<file path="src/include/pio_rtn_params.svh">
`ifndef PIO_RTN_PARAMS_SVH
`define PIO_RTN_PARAMS_SVH

// Return queue depth is 2**PRTQ_ADDR_WIDTH
`define PRTQ_ADDR_WIDTH 3

// Return data and CSR read data
`define PIO_DATA_WIDTH 128
`define CSR_DATA_WIDTH 64

// Transaction id fields
`define UCB_THR_WIDTH 5
`define UCB_BUF_WIDTH 2

// AXI4-Lite register port
`define AXIL_ADDR_WIDTH 8
`define AXIL_DATA_WIDTH 32

// Register byte addresses
`define PIO_CSR_ORD_ADDR      8'h00
`define PIO_CSR_RDATA_LO_ADDR 8'h04
`define PIO_CSR_RDATA_HI_ADDR 8'h08
`define PIO_CSR_INT_ADDR      8'h0C

`endif

</file>
<file path="src/design/pio_rtn_pkg.sv">
`default_nettype none

`include "pio_rtn_params.svh"

package pio_rtn_pkg;

   // Bit 1 marks a full 128-bit return, bit 0 picks the low half
   typedef enum logic [1:0] {
      SIZE_WORD_HI = 2'b00,
      SIZE_WORD_LO = 2'b01,
      SIZE_DWORD   = 2'b10
   } pio_size_e;

   typedef struct packed {
      logic [`UCB_THR_WIDTH-1:0] thr_id;
      logic [`UCB_BUF_WIDTH-1:0] buf_id;
   } ucb_id_t;

   // One return queue entry
   typedef struct packed {
      logic [`PIO_DATA_WIDTH-1:0] data;
      ucb_id_t                    id;
      pio_size_e                  size;
      logic                       ue;
   } prtq_entry_t;

   // CSR read ack from the request queue
   typedef struct packed {
      logic    vld;
      ucb_id_t id;
      logic    stall_rd16;
      ucb_id_t rd16_id;
   } prqq_ack_t;

   typedef struct packed {
      logic    vld;
      ucb_id_t id;
   } mout_nack_t;

   // Return toward the bus side
   typedef struct packed {
      logic                       ack_vld;
      logic                       nack_vld;
      ucb_id_t                    id;
      logic [`PIO_DATA_WIDTH-1:0] data;
   } ucb_rtn_t;

endpackage

`default_nettype wire

</file>
<file path="src/design/prtq_ram.sv">
`timescale 1ns/1ps
`default_nettype none

`include "pio_rtn_params.svh"

module prtq_ram (
   input  wire logic                        clk,
   input  wire logic                        wr_en_n,
   input  wire logic [`PRTQ_ADDR_WIDTH-1:0] waddr,
   input  wire pio_rtn_pkg::prtq_entry_t    wentry,
   input  wire logic                        rd_en_n,
   input  wire logic [`PRTQ_ADDR_WIDTH-1:0] raddr,
   output pio_rtn_pkg::prtq_entry_t         rentry
);

   import pio_rtn_pkg::*;

   localparam int DEPTH = 1 << `PRTQ_ADDR_WIDTH;

   prtq_entry_t mem [DEPTH];

   // Write port
   always_ff @(posedge clk) begin
      if (!wr_en_n) begin
         mem[waddr] <= wentry;
      end
   end

   // Registered read port, holds its value while deselected
   always_ff @(posedge clk) begin
      if (!rd_en_n) begin
         rentry <= mem[raddr];
      end
   end

endmodule

`default_nettype wire

</file>
<file path="src/design/prtq_ctl.sv">
`timescale 1ns/1ps
`default_nettype none

`include "pio_rtn_params.svh"

module prtq_ctl (
   input  wire logic                        clk,
   input  wire logic                        reset,
   input  wire logic                        ord_pio,
   input  wire logic [`CSR_DATA_WIDTH-1:0]  csr_rdata,
   input  wire logic                        min_push,
   input  wire pio_rtn_pkg::prtq_entry_t    min_entry,
   input  wire logic                        tag_byps,
   input  wire pio_rtn_pkg::prqq_ack_t      prqq,
   input  wire pio_rtn_pkg::mout_nack_t     mout,
   input  wire logic                        ucbp_ack_busy,
   input  wire pio_rtn_pkg::prtq_entry_t    rentry,
   output logic                             wr_en_n,
   output logic [`PRTQ_ADDR_WIDTH-1:0]      waddr,
   output pio_rtn_pkg::prtq_entry_t         wentry,
   output logic                             rd_en_n,
   output logic [`PRTQ_ADDR_WIDTH-1:0]      raddr,
   output pio_rtn_pkg::ucb_rtn_t            rtn,
   output logic                             mout_nack_pop,
   output logic                             decr_rd_pend_cnt,
   output logic                             rcv_rtrn16
);

   import pio_rtn_pkg::*;

   localparam int AW = `PRTQ_ADDR_WIDTH;

   typedef enum logic {
      POP_IDLE = 1'b0,
      POP_WAIT = 1'b1
   } pop_state_e;

   pop_state_e pop_sm;
   pop_state_e next_pop_sm;

   // Pointers carry an extra wrap bit
   logic [AW:0] wptr;
   logic [AW:0] rptr;
   logic [AW:0] next_wptr;
   logic [AW:0] next_rptr;
   logic [AW:0] wptr_d1;
   logic [AW:0] wptr_d2;

   logic                       prtq_drdy;
   logic                       prtq_ack;
   logic                       prtq_nack;
   logic                       prtq_pop;
   logic [`PIO_DATA_WIDTH-1:0] fmt_data;

   // Push side
   assign wr_en_n = ~min_push;
   assign waddr   = wptr[AW-1:0];
   assign wentry  = min_entry;

   always_comb begin
      if (min_push) begin
         next_wptr = wptr + 1'b1;
      end else begin
         next_wptr = wptr;
      end
   end

   // Read-16 return seen on a full push or on a matching nack pop
   assign rcv_rtrn16 = (min_push & (min_entry.size == SIZE_DWORD))
                     | (mout_nack_pop & prqq.stall_rd16 & (mout.id == prqq.rd16_id));

   // An entry reaches the RAM output two cycles after its push,
   // so readiness compares against the delayed write pointer
   assign prtq_drdy = (rptr != wptr_d2) & (tag_byps | ~ord_pio);

   assign prtq_ack  = (pop_sm == POP_IDLE) & prtq_drdy & ~rentry.ue;
   assign prtq_nack = (pop_sm == POP_IDLE) & prtq_drdy &  rentry.ue;

   // Size rule for queued data
   always_comb begin
      if (rentry.size == SIZE_DWORD) begin
         fmt_data = rentry.data;
      end else if (rentry.size == SIZE_WORD_LO) begin
         fmt_data = {2{rentry.data[`PIO_DATA_WIDTH/2-1:0]}};
      end else begin
         fmt_data = {2{rentry.data[`PIO_DATA_WIDTH-1:`PIO_DATA_WIDTH/2]}};
      end
   end

   // Return arbitration, CSR acks first, then queue, then mout nacks
   always_comb begin
      if (prqq.vld) begin
         rtn.ack_vld  = ~ucbp_ack_busy;
         rtn.nack_vld = 1'b0;
         rtn.id       = prqq.id;
         rtn.data     = {2{csr_rdata}};
      end else if (prtq_ack | prtq_nack) begin
         rtn.ack_vld  = prtq_ack  & ~ucbp_ack_busy;
         rtn.nack_vld = prtq_nack & ~ucbp_ack_busy;
         rtn.id       = rentry.id;
         rtn.data     = fmt_data;
      end else begin
         // Nacks carry no data
         rtn.ack_vld  = 1'b0;
         rtn.nack_vld = mout.vld & ~ucbp_ack_busy;
         rtn.id       = mout.id;
         rtn.data     = fmt_data;
      end
   end

   assign mout_nack_pop = ~prqq.vld
                        & ~(prtq_ack | prtq_nack)
                        & ~ucbp_ack_busy
                        & mout.vld;

   // CSR reads are not counted as pending
   assign decr_rd_pend_cnt = (rtn.ack_vld & ~prqq.vld) | rtn.nack_vld;

   // Pop side
   assign prtq_pop = ~ucbp_ack_busy & ~prqq.vld & (prtq_ack | prtq_nack);

   always_comb begin
      case (pop_sm)
         POP_IDLE: begin
            if (prtq_pop) begin
               next_pop_sm = POP_WAIT;
            end else begin
               next_pop_sm = POP_IDLE;
            end
         end
         POP_WAIT: next_pop_sm = POP_IDLE;
         default:  next_pop_sm = POP_IDLE;
      endcase
   end

   always_comb begin
      if (prtq_pop) begin
         next_rptr = rptr + 1'b1;
      end else begin
         next_rptr = rptr;
      end
   end

   // Read ahead at the next head, idle when nothing new to fetch
   assign raddr   = next_rptr[AW-1:0];
   assign rd_en_n = (next_rptr == wptr);

   always_ff @(posedge clk) begin
      if (reset) begin
         pop_sm  <= POP_IDLE;
         wptr    <= '0;
         rptr    <= '0;
         wptr_d1 <= '0;
         wptr_d2 <= '0;
      end else begin
         pop_sm  <= next_pop_sm;
         wptr    <= next_wptr;
         rptr    <= next_rptr;
         wptr_d1 <= wptr;
         wptr_d2 <= wptr_d1;
      end
   end

endmodule

`default_nettype wire

</file>
<file path="src/design/pio_csr_axil.sv">
`timescale 1ns/1ps
`default_nettype none

`include "pio_rtn_params.svh"

module pio_csr_axil (
   input  wire logic                           clk,
   input  wire logic                           reset,
   input  wire logic [`AXIL_ADDR_WIDTH-1:0]    awaddr,
   input  wire logic                           awvalid,
   output logic                                awready,
   input  wire logic [`AXIL_DATA_WIDTH-1:0]    wdata,
   input  wire logic [`AXIL_DATA_WIDTH/8-1:0]  wstrb,
   input  wire logic                           wvalid,
   output logic                                wready,
   output logic [1:0]                          bresp,
   output logic                                bvalid,
   input  wire logic                           bready,
   input  wire logic [`AXIL_ADDR_WIDTH-1:0]    araddr,
   input  wire logic                           arvalid,
   output logic                                arready,
   output logic [`AXIL_DATA_WIDTH-1:0]         rdata,
   output logic [1:0]                          rresp,
   output logic                                rvalid,
   input  wire logic                           rready,
   output logic                                ord_pio,
   output logic [`CSR_DATA_WIDTH-1:0]          csr_rdata,
   output logic                                int_vld
);

   localparam int DW = `AXIL_DATA_WIDTH;
   localparam int SW = `AXIL_DATA_WIDTH / 8;

   localparam logic [1:0] RESP_OKAY   = 2'b00;
   localparam logic [1:0] RESP_SLVERR = 2'b10;

   logic                         aw_full;
   logic                         w_full;
   logic [`AXIL_ADDR_WIDTH-1:0]  aw_addr_q;
   logic [DW-1:0]                w_data_q;
   logic [SW-1:0]                w_strb_q;
   logic                         aw_hs;
   logic                         w_hs;
   logic                         ar_hs;
   logic                         do_write;
   logic [`AXIL_ADDR_WIDTH-1:0]  wr_addr;
   logic [DW-1:0]                wr_data;
   logic [SW-1:0]                wr_strb;
   logic                         wr_hit;
   logic [DW-1:0]                rd_word;
   logic                         rd_hit;

   function automatic logic [DW-1:0] apply_strb(input logic [DW-1:0] cur,
                                                input logic [DW-1:0] data,
                                                input logic [SW-1:0] strb);
      logic [DW-1:0] res;
      res = cur;
      for (int i = 0; i < SW; i++) begin
         if (strb[i]) begin
            res[i*8 +: 8] = data[i*8 +: 8];
         end
      end
      return res;
   endfunction

   // One write outstanding, accept address and data in any order
   assign awready = ~aw_full & ~bvalid;
   assign wready  = ~w_full & ~bvalid;
   assign aw_hs   = awvalid & awready;
   assign w_hs    = wvalid & wready;

   // Forward a half taken this cycle so the response lands one cycle later
   assign wr_addr  = aw_full ? aw_addr_q : awaddr;
   assign wr_data  = w_full ? w_data_q : wdata;
   assign wr_strb  = w_full ? w_strb_q : wstrb;
   assign do_write = (aw_full | aw_hs) & (w_full | w_hs);

   assign wr_hit = (wr_addr == `PIO_CSR_ORD_ADDR)
                 | (wr_addr == `PIO_CSR_RDATA_LO_ADDR)
                 | (wr_addr == `PIO_CSR_RDATA_HI_ADDR)
                 | (wr_addr == `PIO_CSR_INT_ADDR);

   always_ff @(posedge clk) begin
      if (aw_hs) begin
         aw_addr_q <= awaddr;
      end
      if (w_hs) begin
         w_data_q <= wdata;
         w_strb_q <= wstrb;
      end
      if (do_write) begin
         bresp <= wr_hit ? RESP_OKAY : RESP_SLVERR;
      end
   end

   always_ff @(posedge clk) begin
      if (reset) begin
         aw_full   <= 1'b0;
         w_full    <= 1'b0;
         bvalid    <= 1'b0;
         ord_pio   <= 1'b1;
         csr_rdata <= '0;
         int_vld   <= 1'b0;
      end else begin
         if (bvalid && bready) begin
            bvalid <= 1'b0;
         end
         if (do_write) begin
            aw_full <= 1'b0;
            w_full  <= 1'b0;
            bvalid  <= 1'b1;
            case (wr_addr)
               `PIO_CSR_ORD_ADDR: begin
                  if (wr_strb[0]) ord_pio <= wr_data[0];
               end
               `PIO_CSR_RDATA_LO_ADDR: begin
                  csr_rdata[DW-1:0] <= apply_strb(csr_rdata[DW-1:0], wr_data, wr_strb);
               end
               `PIO_CSR_RDATA_HI_ADDR: begin
                  csr_rdata[`CSR_DATA_WIDTH-1:DW] <=
                     apply_strb(csr_rdata[`CSR_DATA_WIDTH-1:DW], wr_data, wr_strb);
               end
               `PIO_CSR_INT_ADDR: begin
                  if (wr_strb[0]) int_vld <= wr_data[0];
               end
               default: ;
            endcase
         end else begin
            if (aw_hs) aw_full <= 1'b1;
            if (w_hs) w_full <= 1'b1;
         end
      end
   end

   // Read side
   assign arready = ~rvalid;
   assign ar_hs   = arvalid & arready;

   always_comb begin
      rd_hit  = 1'b1;
      rd_word = '0;
      case (araddr)
         `PIO_CSR_ORD_ADDR:      rd_word[0] = ord_pio;
         `PIO_CSR_RDATA_LO_ADDR: rd_word = csr_rdata[DW-1:0];
         `PIO_CSR_RDATA_HI_ADDR: rd_word = csr_rdata[`CSR_DATA_WIDTH-1:DW];
         `PIO_CSR_INT_ADDR:      rd_word[0] = int_vld;
         default:                rd_hit = 1'b0;
      endcase
   end

   always_ff @(posedge clk) begin
      if (ar_hs) begin
         rdata <= rd_word;
         rresp <= rd_hit ? RESP_OKAY : RESP_SLVERR;
      end
   end

   always_ff @(posedge clk) begin
      if (reset) begin
         rvalid <= 1'b0;
      end else if (ar_hs) begin
         rvalid <= 1'b1;
      end else if (rready) begin
         rvalid <= 1'b0;
      end
   end

endmodule

`default_nettype wire

</file>
<file path="src/design/pio_rtn_top.sv">
`timescale 1ns/1ps
`default_nettype none

`include "pio_rtn_params.svh"

module pio_rtn_top (
   input  wire logic                           clk,
   input  wire logic                           reset,
   input  wire logic                           min_push,
   input  wire pio_rtn_pkg::prtq_entry_t       min_entry,
   input  wire pio_rtn_pkg::prqq_ack_t         prqq,
   input  wire pio_rtn_pkg::mout_nack_t        mout,
   input  wire logic                           tag_byps,
   input  wire logic                           ucbp_ack_busy,
   input  wire logic [`AXIL_ADDR_WIDTH-1:0]    awaddr,
   input  wire logic                           awvalid,
   output wire logic                           awready,
   input  wire logic [`AXIL_DATA_WIDTH-1:0]    wdata,
   input  wire logic [`AXIL_DATA_WIDTH/8-1:0]  wstrb,
   input  wire logic                           wvalid,
   output wire logic                           wready,
   output wire logic [1:0]                     bresp,
   output wire logic                           bvalid,
   input  wire logic                           bready,
   input  wire logic [`AXIL_ADDR_WIDTH-1:0]    araddr,
   input  wire logic                           arvalid,
   output wire logic                           arready,
   output wire logic [`AXIL_DATA_WIDTH-1:0]    rdata,
   output wire logic [1:0]                     rresp,
   output wire logic                           rvalid,
   input  wire logic                           rready,
   output wire pio_rtn_pkg::ucb_rtn_t          rtn,
   output wire logic                           mout_nack_pop,
   output wire logic                           decr_rd_pend_cnt,
   output wire logic                           rcv_rtrn16,
   output wire logic                           int_vld
);

   import pio_rtn_pkg::*;

   logic                          ord_pio;
   logic [`CSR_DATA_WIDTH-1:0]    csr_rdata;
   logic                          wr_en_n;
   logic                          rd_en_n;
   logic [`PRTQ_ADDR_WIDTH-1:0]   waddr;
   logic [`PRTQ_ADDR_WIDTH-1:0]   raddr;
   prtq_entry_t                   wentry;
   prtq_entry_t                   rentry;

   pio_csr_axil u_csr (
      .clk, .reset,
      .awaddr, .awvalid, .awready, .wdata, .wstrb, .wvalid, .wready,
      .bresp, .bvalid, .bready,
      .araddr, .arvalid, .arready, .rdata, .rresp, .rvalid, .rready,
      .ord_pio, .csr_rdata, .int_vld
   );

   prtq_ctl u_ctl (
      .clk, .reset, .ord_pio, .csr_rdata,
      .min_push, .min_entry, .tag_byps, .prqq, .mout, .ucbp_ack_busy,
      .rentry, .wr_en_n, .waddr, .wentry, .rd_en_n, .raddr,
      .rtn, .mout_nack_pop, .decr_rd_pend_cnt, .rcv_rtrn16
   );

   // Return queue storage
   prtq_ram u_ram (
      .clk, .wr_en_n, .waddr, .wentry, .rd_en_n, .raddr, .rentry
   );

endmodule

`default_nettype wire

</file>
<file path="config.mk">
export PLATFORM = sky130hd
export DESIGN_NAME = pio_rtn_top
export DESIGN_NICKNAME = d
export VERILOG_FILES = /design/src/design/pio_rtn_pkg.sv /design/src/design/prtq_ram.sv /design/src/design/prtq_ctl.sv /design/src/design/pio_csr_axil.sv /design/src/design/pio_rtn_top.sv
export VERILOG_INCLUDE_DIRS = /design/src /design/src/include
export SDC_FILE = /design/constraint.sdc
export NUM_CORES = 2
export LEC_CHECK = 0
export CELL_PAD_IN_SITES_DETAIL_PLACEMENT = 1
export CELL_PAD_IN_SITES_GLOBAL_PLACEMENT = 1
export CORE_ASPECT_RATIO = 0.7
export CORE_MARGIN = 3
export CORE_UTILIZATION = 54
export CTS_CLUSTER_SIZE = 28
export DETAILED_ROUTE_END_ITERATION = 6
export DONT_BUFFER_PORTS = 1
export HOLD_SLACK_MARGIN = 0.03
export PLACE_DENSITY = 0.89
export RECOVER_POWER = 100
export SYNTH_ARGS = -nofsm -noshare
export SYNTH_HDL_FRONTEND = slang
export SYNTH_SLANG_ARGS = --single-unit
</file>
<file path="constraint.sdc">
create_clock -name clk -period 13.6 [get_ports clk]
set_clock_uncertainty 0.2 [all_clocks]
set_input_delay 2.04 -clock clk [delete_from_list [all_inputs] [get_ports clk]]
set_output_delay 2.04 -clock clk [all_outputs]
set_load 0.05 [all_outputs]
</file>
Word level (Yosys, flattened, before mapping)
Memories as Yosys holds them, arrays and structs flattened. A register that Yosys moved wholly into a read port is not among the register bits.
Index checks and enable logic that the tools add are counted.
{"block": "totals", "regBits": 167, "wordCells": 119, "memories": 1, "ramBits": 1104}
{"name": "u_ram.mem", "depth": 8, "word_bits": 138, "read_ports": 1, "rd_ports_with_merged_regs": 1, "wr": 1, "line": "prtq_ram.sv:20", "text": "prtq_entry_t mem [DEPTH];"}
{"block": "op_classes", "n_addsub": 2, "n_mux": 20, "n_reduce_logical": 18, "n_bitwise": 41, "n_eq_ne": 12}
{"op": "137-bit 2-to-1 mux", "count": 2}
{"op": "128-bit 2-to-1 mux", "count": 2}
{"op": "31-bit one-hot mux with 2 select lines", "count": 1}
{"op": "8-bit by 4-bit equality test with 1-bit output (second input constant)", "count": 4}
{"op": "32-bit 2-to-1 mux", "count": 1}
{"op": "3-bit AND reduction", "count": 10}
{"op": "1-bit bitwise AND", "count": 22}
{"op": "8-bit by 3-bit equality test with 1-bit output (second input constant)", "count": 2}
{"op": "8-bit zero test", "count": 2}
{"op": "1-bit inverter", "count": 10}
{"op": "1-bit OR", "count": 9}
{"op": "4-bit by 1-bit adder with 4-bit output (second input constant)", "count": 2}
{"op": "4-bit 2-to-1 mux", "count": 2}
{"op": "8-bit 2-to-1 mux", "count": 1}
{"op": "7-bit equality test", "count": 1}
{"op": "1-bit 2-to-1 mux", "count": 7}
{"op": "2-bit equality test (second input constant)", "count": 2}
{"op": "4-bit equality test", "count": 1}
{"op": "2-bit 2-to-1 mux", "count": 2}
{"op": "4-bit != test", "count": 1}
{"op": "1-bit one-hot mux with 4 select lines", "count": 1}
{"op": "2-bit nonzero test", "count": 2}
{"op": "4-bit OR reduction", "count": 1}
{"op": "2-bit by 1-bit equality test with 1-bit output (second input constant)", "count": 1}
{"op": "4 further kinds", "count": 4}

Depth between registers and ports, before layout
{"block": "logic_depth", "ltp_word": 13, "depth_mapped": 10}

Cells and area by module
From an unflattened synthesis, not the netlist that was laid out.
{"block": "hier_totals", "hier_cells": 2902, "hier_area_um2": 56843.3}
{"module": "prtq_ram", "cells_each": 1746, "n_inst": 1, "area_each_um2": 46084.2, "seq_area_each_um2": 37295.8}
{"module": "pio_csr_axil", "cells_each": 466, "n_inst": 1, "area_each_um2": 6368.6, "seq_area_each_um2": 3743.6}
{"module": "prtq_ctl", "cells_each": 690, "n_inst": 1, "area_each_um2": 4390.5, "seq_area_each_um2": 340.3}

Least setup slack after synthesis
No wires, ideal clock.
{"block": "synth_path", "path_type": "input to register", "startpoint": "in min_push", "endpoint": "mem u_ram.mem[0][0] (netlist name) (enable)", "setup_slack_ns": 1.135, "n_path_buf": 0, "path_stages": 2, "arrival_time_ns": 11.461, "setup_time_ns": 0.804, "cell_sequence": "nand2b_1 nor3_1"}
{"block": "synth_via", "elab_chain_len": 1}
{"element": "start, declared", "line": "pio_rtn_top.sv:9", "text": "input wire logic min_push,"}
{"element": "1-bit 2-to-1 mux (implied by the code)", "line": "prtq_ram.sv:25", "text": "mem[waddr] <= wentry;"}
{"element": "end, declared", "line": "prtq_ram.sv:20"}
No other way between the ends.

==> metrics.csv <==
metric,value,unit
"area leader, netlist",edfxtp_1,
clock slew at reported path FFs,0.06,ns
total congestion overflow,0,
RePlAce Congestion,0.856,
Synth area leaders,"edfxtp_1 (60%), mux2i_1 (14%), mux2_2 (4.7%), a211oi_1 (3.9%), nor2b_1 (2.7%)",
Syn Inst Count,4746,
drt pass-1 iters,6,
worst skew pair latency,0.77,ns
power per standard cell area,135,nW/µm²
initial antenna violation count,13,
DRT iter0 DRCs,4891,
kind of critical path,primary input to output pin,
H-tree levels,4,
multi-input combinational cell area,23400,µm²
number of buffers created by CTS,138,
reg2reg setup slack,4.08,ns
top sig layer,met5,
gr usage total,33.5,%
postcts setup bufs,0,
post-synthesis cell area,66500,µm²
Worst Path Arrival,7.81,ns
status,finished with violations,
setup violators final,0,
fill count,11400,
met2 routed WL,102,mm
number of global-route vias before repair,46400,
DRC viols,0,
"Net count, final",4861,
"antenna viol nets, final",0,
Worst setup SP type,primary input,
min-delay worst type,flop to flop,
largest net degree at the start of global routing,185,
Peak VDD IR,0.129,mV
# rows,107,
Relative slew margins,-485,%
dpl ws,6.81,ns
yosys warns,0,
Static Leak,21.5,nW
max-cap viol count,48,
# port buffers,0,
Worst Path Required,11.36,ns
Final Hold Viols,0,
routed vias/inst,6.93,
unrepaired setup endpoints after global routing,no,
vias,44300,
crit path max fanout,108,
Bufs on Longest Clock Path,3,
critical path's slowest cell,clkinvlp_2,
post-synth top area share,59.6,%
DRT met1 WL,81.0,mm
Critical Path Max Stage Delay,3.01,ns
cell with the most instances after synthesis,edfxtp_1,
first-pass GRT wire length,315,mm
Area Growth Syn to Fin,8.50,%
Ports,406,
routed len/inst,34.1,µm
Clock Sinks,1407,
Final Max Slew Viols,1876,
Vert. Die Dim,300,µm
min cycle time layout,10.05,ns
Sum Neg Setup Slack,0,ns
Die W,425,µm
failing checks,"max-capacitance violations, max-slew violations",
DRT Wirelength,218,mm
Initial Util,54.5,%
Reg area,41400,µm²
cell breakdown of the critical path,"clkinvlp_2, buf_4, a31oi_1",
Netlist cell types,53,
Yosys reg bits,1407,
Final WS setup,3.55,ns
Post-synth top cells,"edfxtp_1 (1320), mux2i_1 (938), a21oi_1 (345)",
metal3 WL,20.1,mm
"EDFF count, synth",1320,
Crit. End Element,output pin,
Core Area,122000,µm²
"FFs w/ async S/R, synth",0,%
dominant synthesized flop cell,edfxtp_1,
CTS tree,done,
share of cells above drive strength 1,11.3,%
"Seq/Total Area, Yosys",62.2,%
syn_area_per_cell,14.0,µm²
Highest Clock Rate,0.0995,GHz
worst slew pin tran,8.78,ns
Final HPWL DP,133,mm
period utilization,73.9,%
hold_buf cts,0,
CTS resizes,0,
root buf cell,clkbuf_16,
die area,127000,µm²
## power breakdown
group          internal, mW  switching, mW
sequential             4.92          0.148
clock                  2.25           1.69
combinational         0.197          0.552
## sequential cells by signal (all words and copies together), names as in the netlist
| name | cells |
|---|---|
| u_csr.rvalid | 1 |
| u_csr.aw_addr_q | 8 |
| u_csr.w_full | 1 |
| u_csr.aw_full | 1 |
| u_ctl.wptr_d2 | 4 |
| u_csr.bvalid | 1 |
| u_ctl.pop_sm | 1 |
| u_ram.mem | 1104 |
| u_csr.rdata | 32 |
| u_ram.rentry | 138 |
| u_csr.csr_rdata | 64 |
| u_ctl.rptr | 4 |
| u_csr.w_data_q | 32 |
| u_ctl.wptr | 4 |
| u_csr.w_strb_q | 4 |
| u_csr.bresp | 1 |
| u_ctl.wptr_d1 | 4 |
| u_csr.ord_pio | 1 |
| u_csr.rresp | 1 |
| u_csr.int_vld | 1 |
## per-layer routing
layer	track usage [%]	up-vias
li1	-	18500
met3	8.65	621
met5	0	-
met4	20.6	4
met2	53.3	2383
met1	41.1	22800
## critical path, delay by kind of cell
family	cells	cell delay [ns]
buf+inv	2	4.54
compound gates	1	1.04
## cells by family after synthesis
kind of cell,count (synthesis),synth area share [%]
simple gates,634,5.02
buf+inv,388,2.53
fa+ha+maj,2,0.0376
compound gates,1075,11.0
xor+xnor,22,0.290
flops,1407,62.2
mux,1217,18.9
other cells,1,0.00564
## placed cells by master, fill, tap and decap left out, types with 31 or more instances in the layout
master        n
edfxtp_1   1320
mux2i_1     938
a21oi_1     345
a211oi_1    342
nor2b_1     286
mux2_2      273
nor2_1      155
clkbuf_16   147
nand2_1     146
o22ai_1     139
a221o_1     138
clkbuf_1    113
dfxtp_1      85
a31oi_1      64
buf_4        38
a22o_1       31
## worst paths after layout
path / startpoint / endpoint / cells past startpoint
hold / removal: u_ctl.wptr_d1[3]$_SDFF_PP0_ / u_ctl.wptr_d2[3]$_SDFF_PP0_ / 1
setup reg to reg: u_ctl.rptr[1]$_SDFF_PP0_ / u_ram.rentry[92]$_DFFE_PP_ / 8
hold reg to reg: u_ctl.wptr_d1[3]$_SDFF_PP0_ / u_ctl.wptr_d2[3]$_SDFF_PP0_ / 1
setup / recovery: prqq[15] / rtn[46] / 3
## stage by stage
stage	std cells	power (mW)	instance area, µm²	utilization [%]	hold WS, ns
floorplan	4747	5.60	66500	-	0.214
global placement	6130	5.84	68100	55.9	0.223
detailed placement	6130	5.88	68100	55.9	0.226
CTS	6383	9.77	72700	59.6	0.249
global route	6391	9.99	72100	59.2	0.270
finish	6397	9.75	72200	59.2	0.250
## cell type report
type | instances | share of cell area [%]
Tap cell | 1635 | 2.83
Clock inverter | 65 | 0.827
Timing Repair Buffer | 130 | 0.964
Sequential cell | 1407 | 57.4
Clock buffer | 188 | 5.53
Antenna cell | 14 | 0.0486
Multi-Input combinational cell | 2952 | 32.4
Inverter | 6 | 0.0329
(Power assumes the default switching activity.)
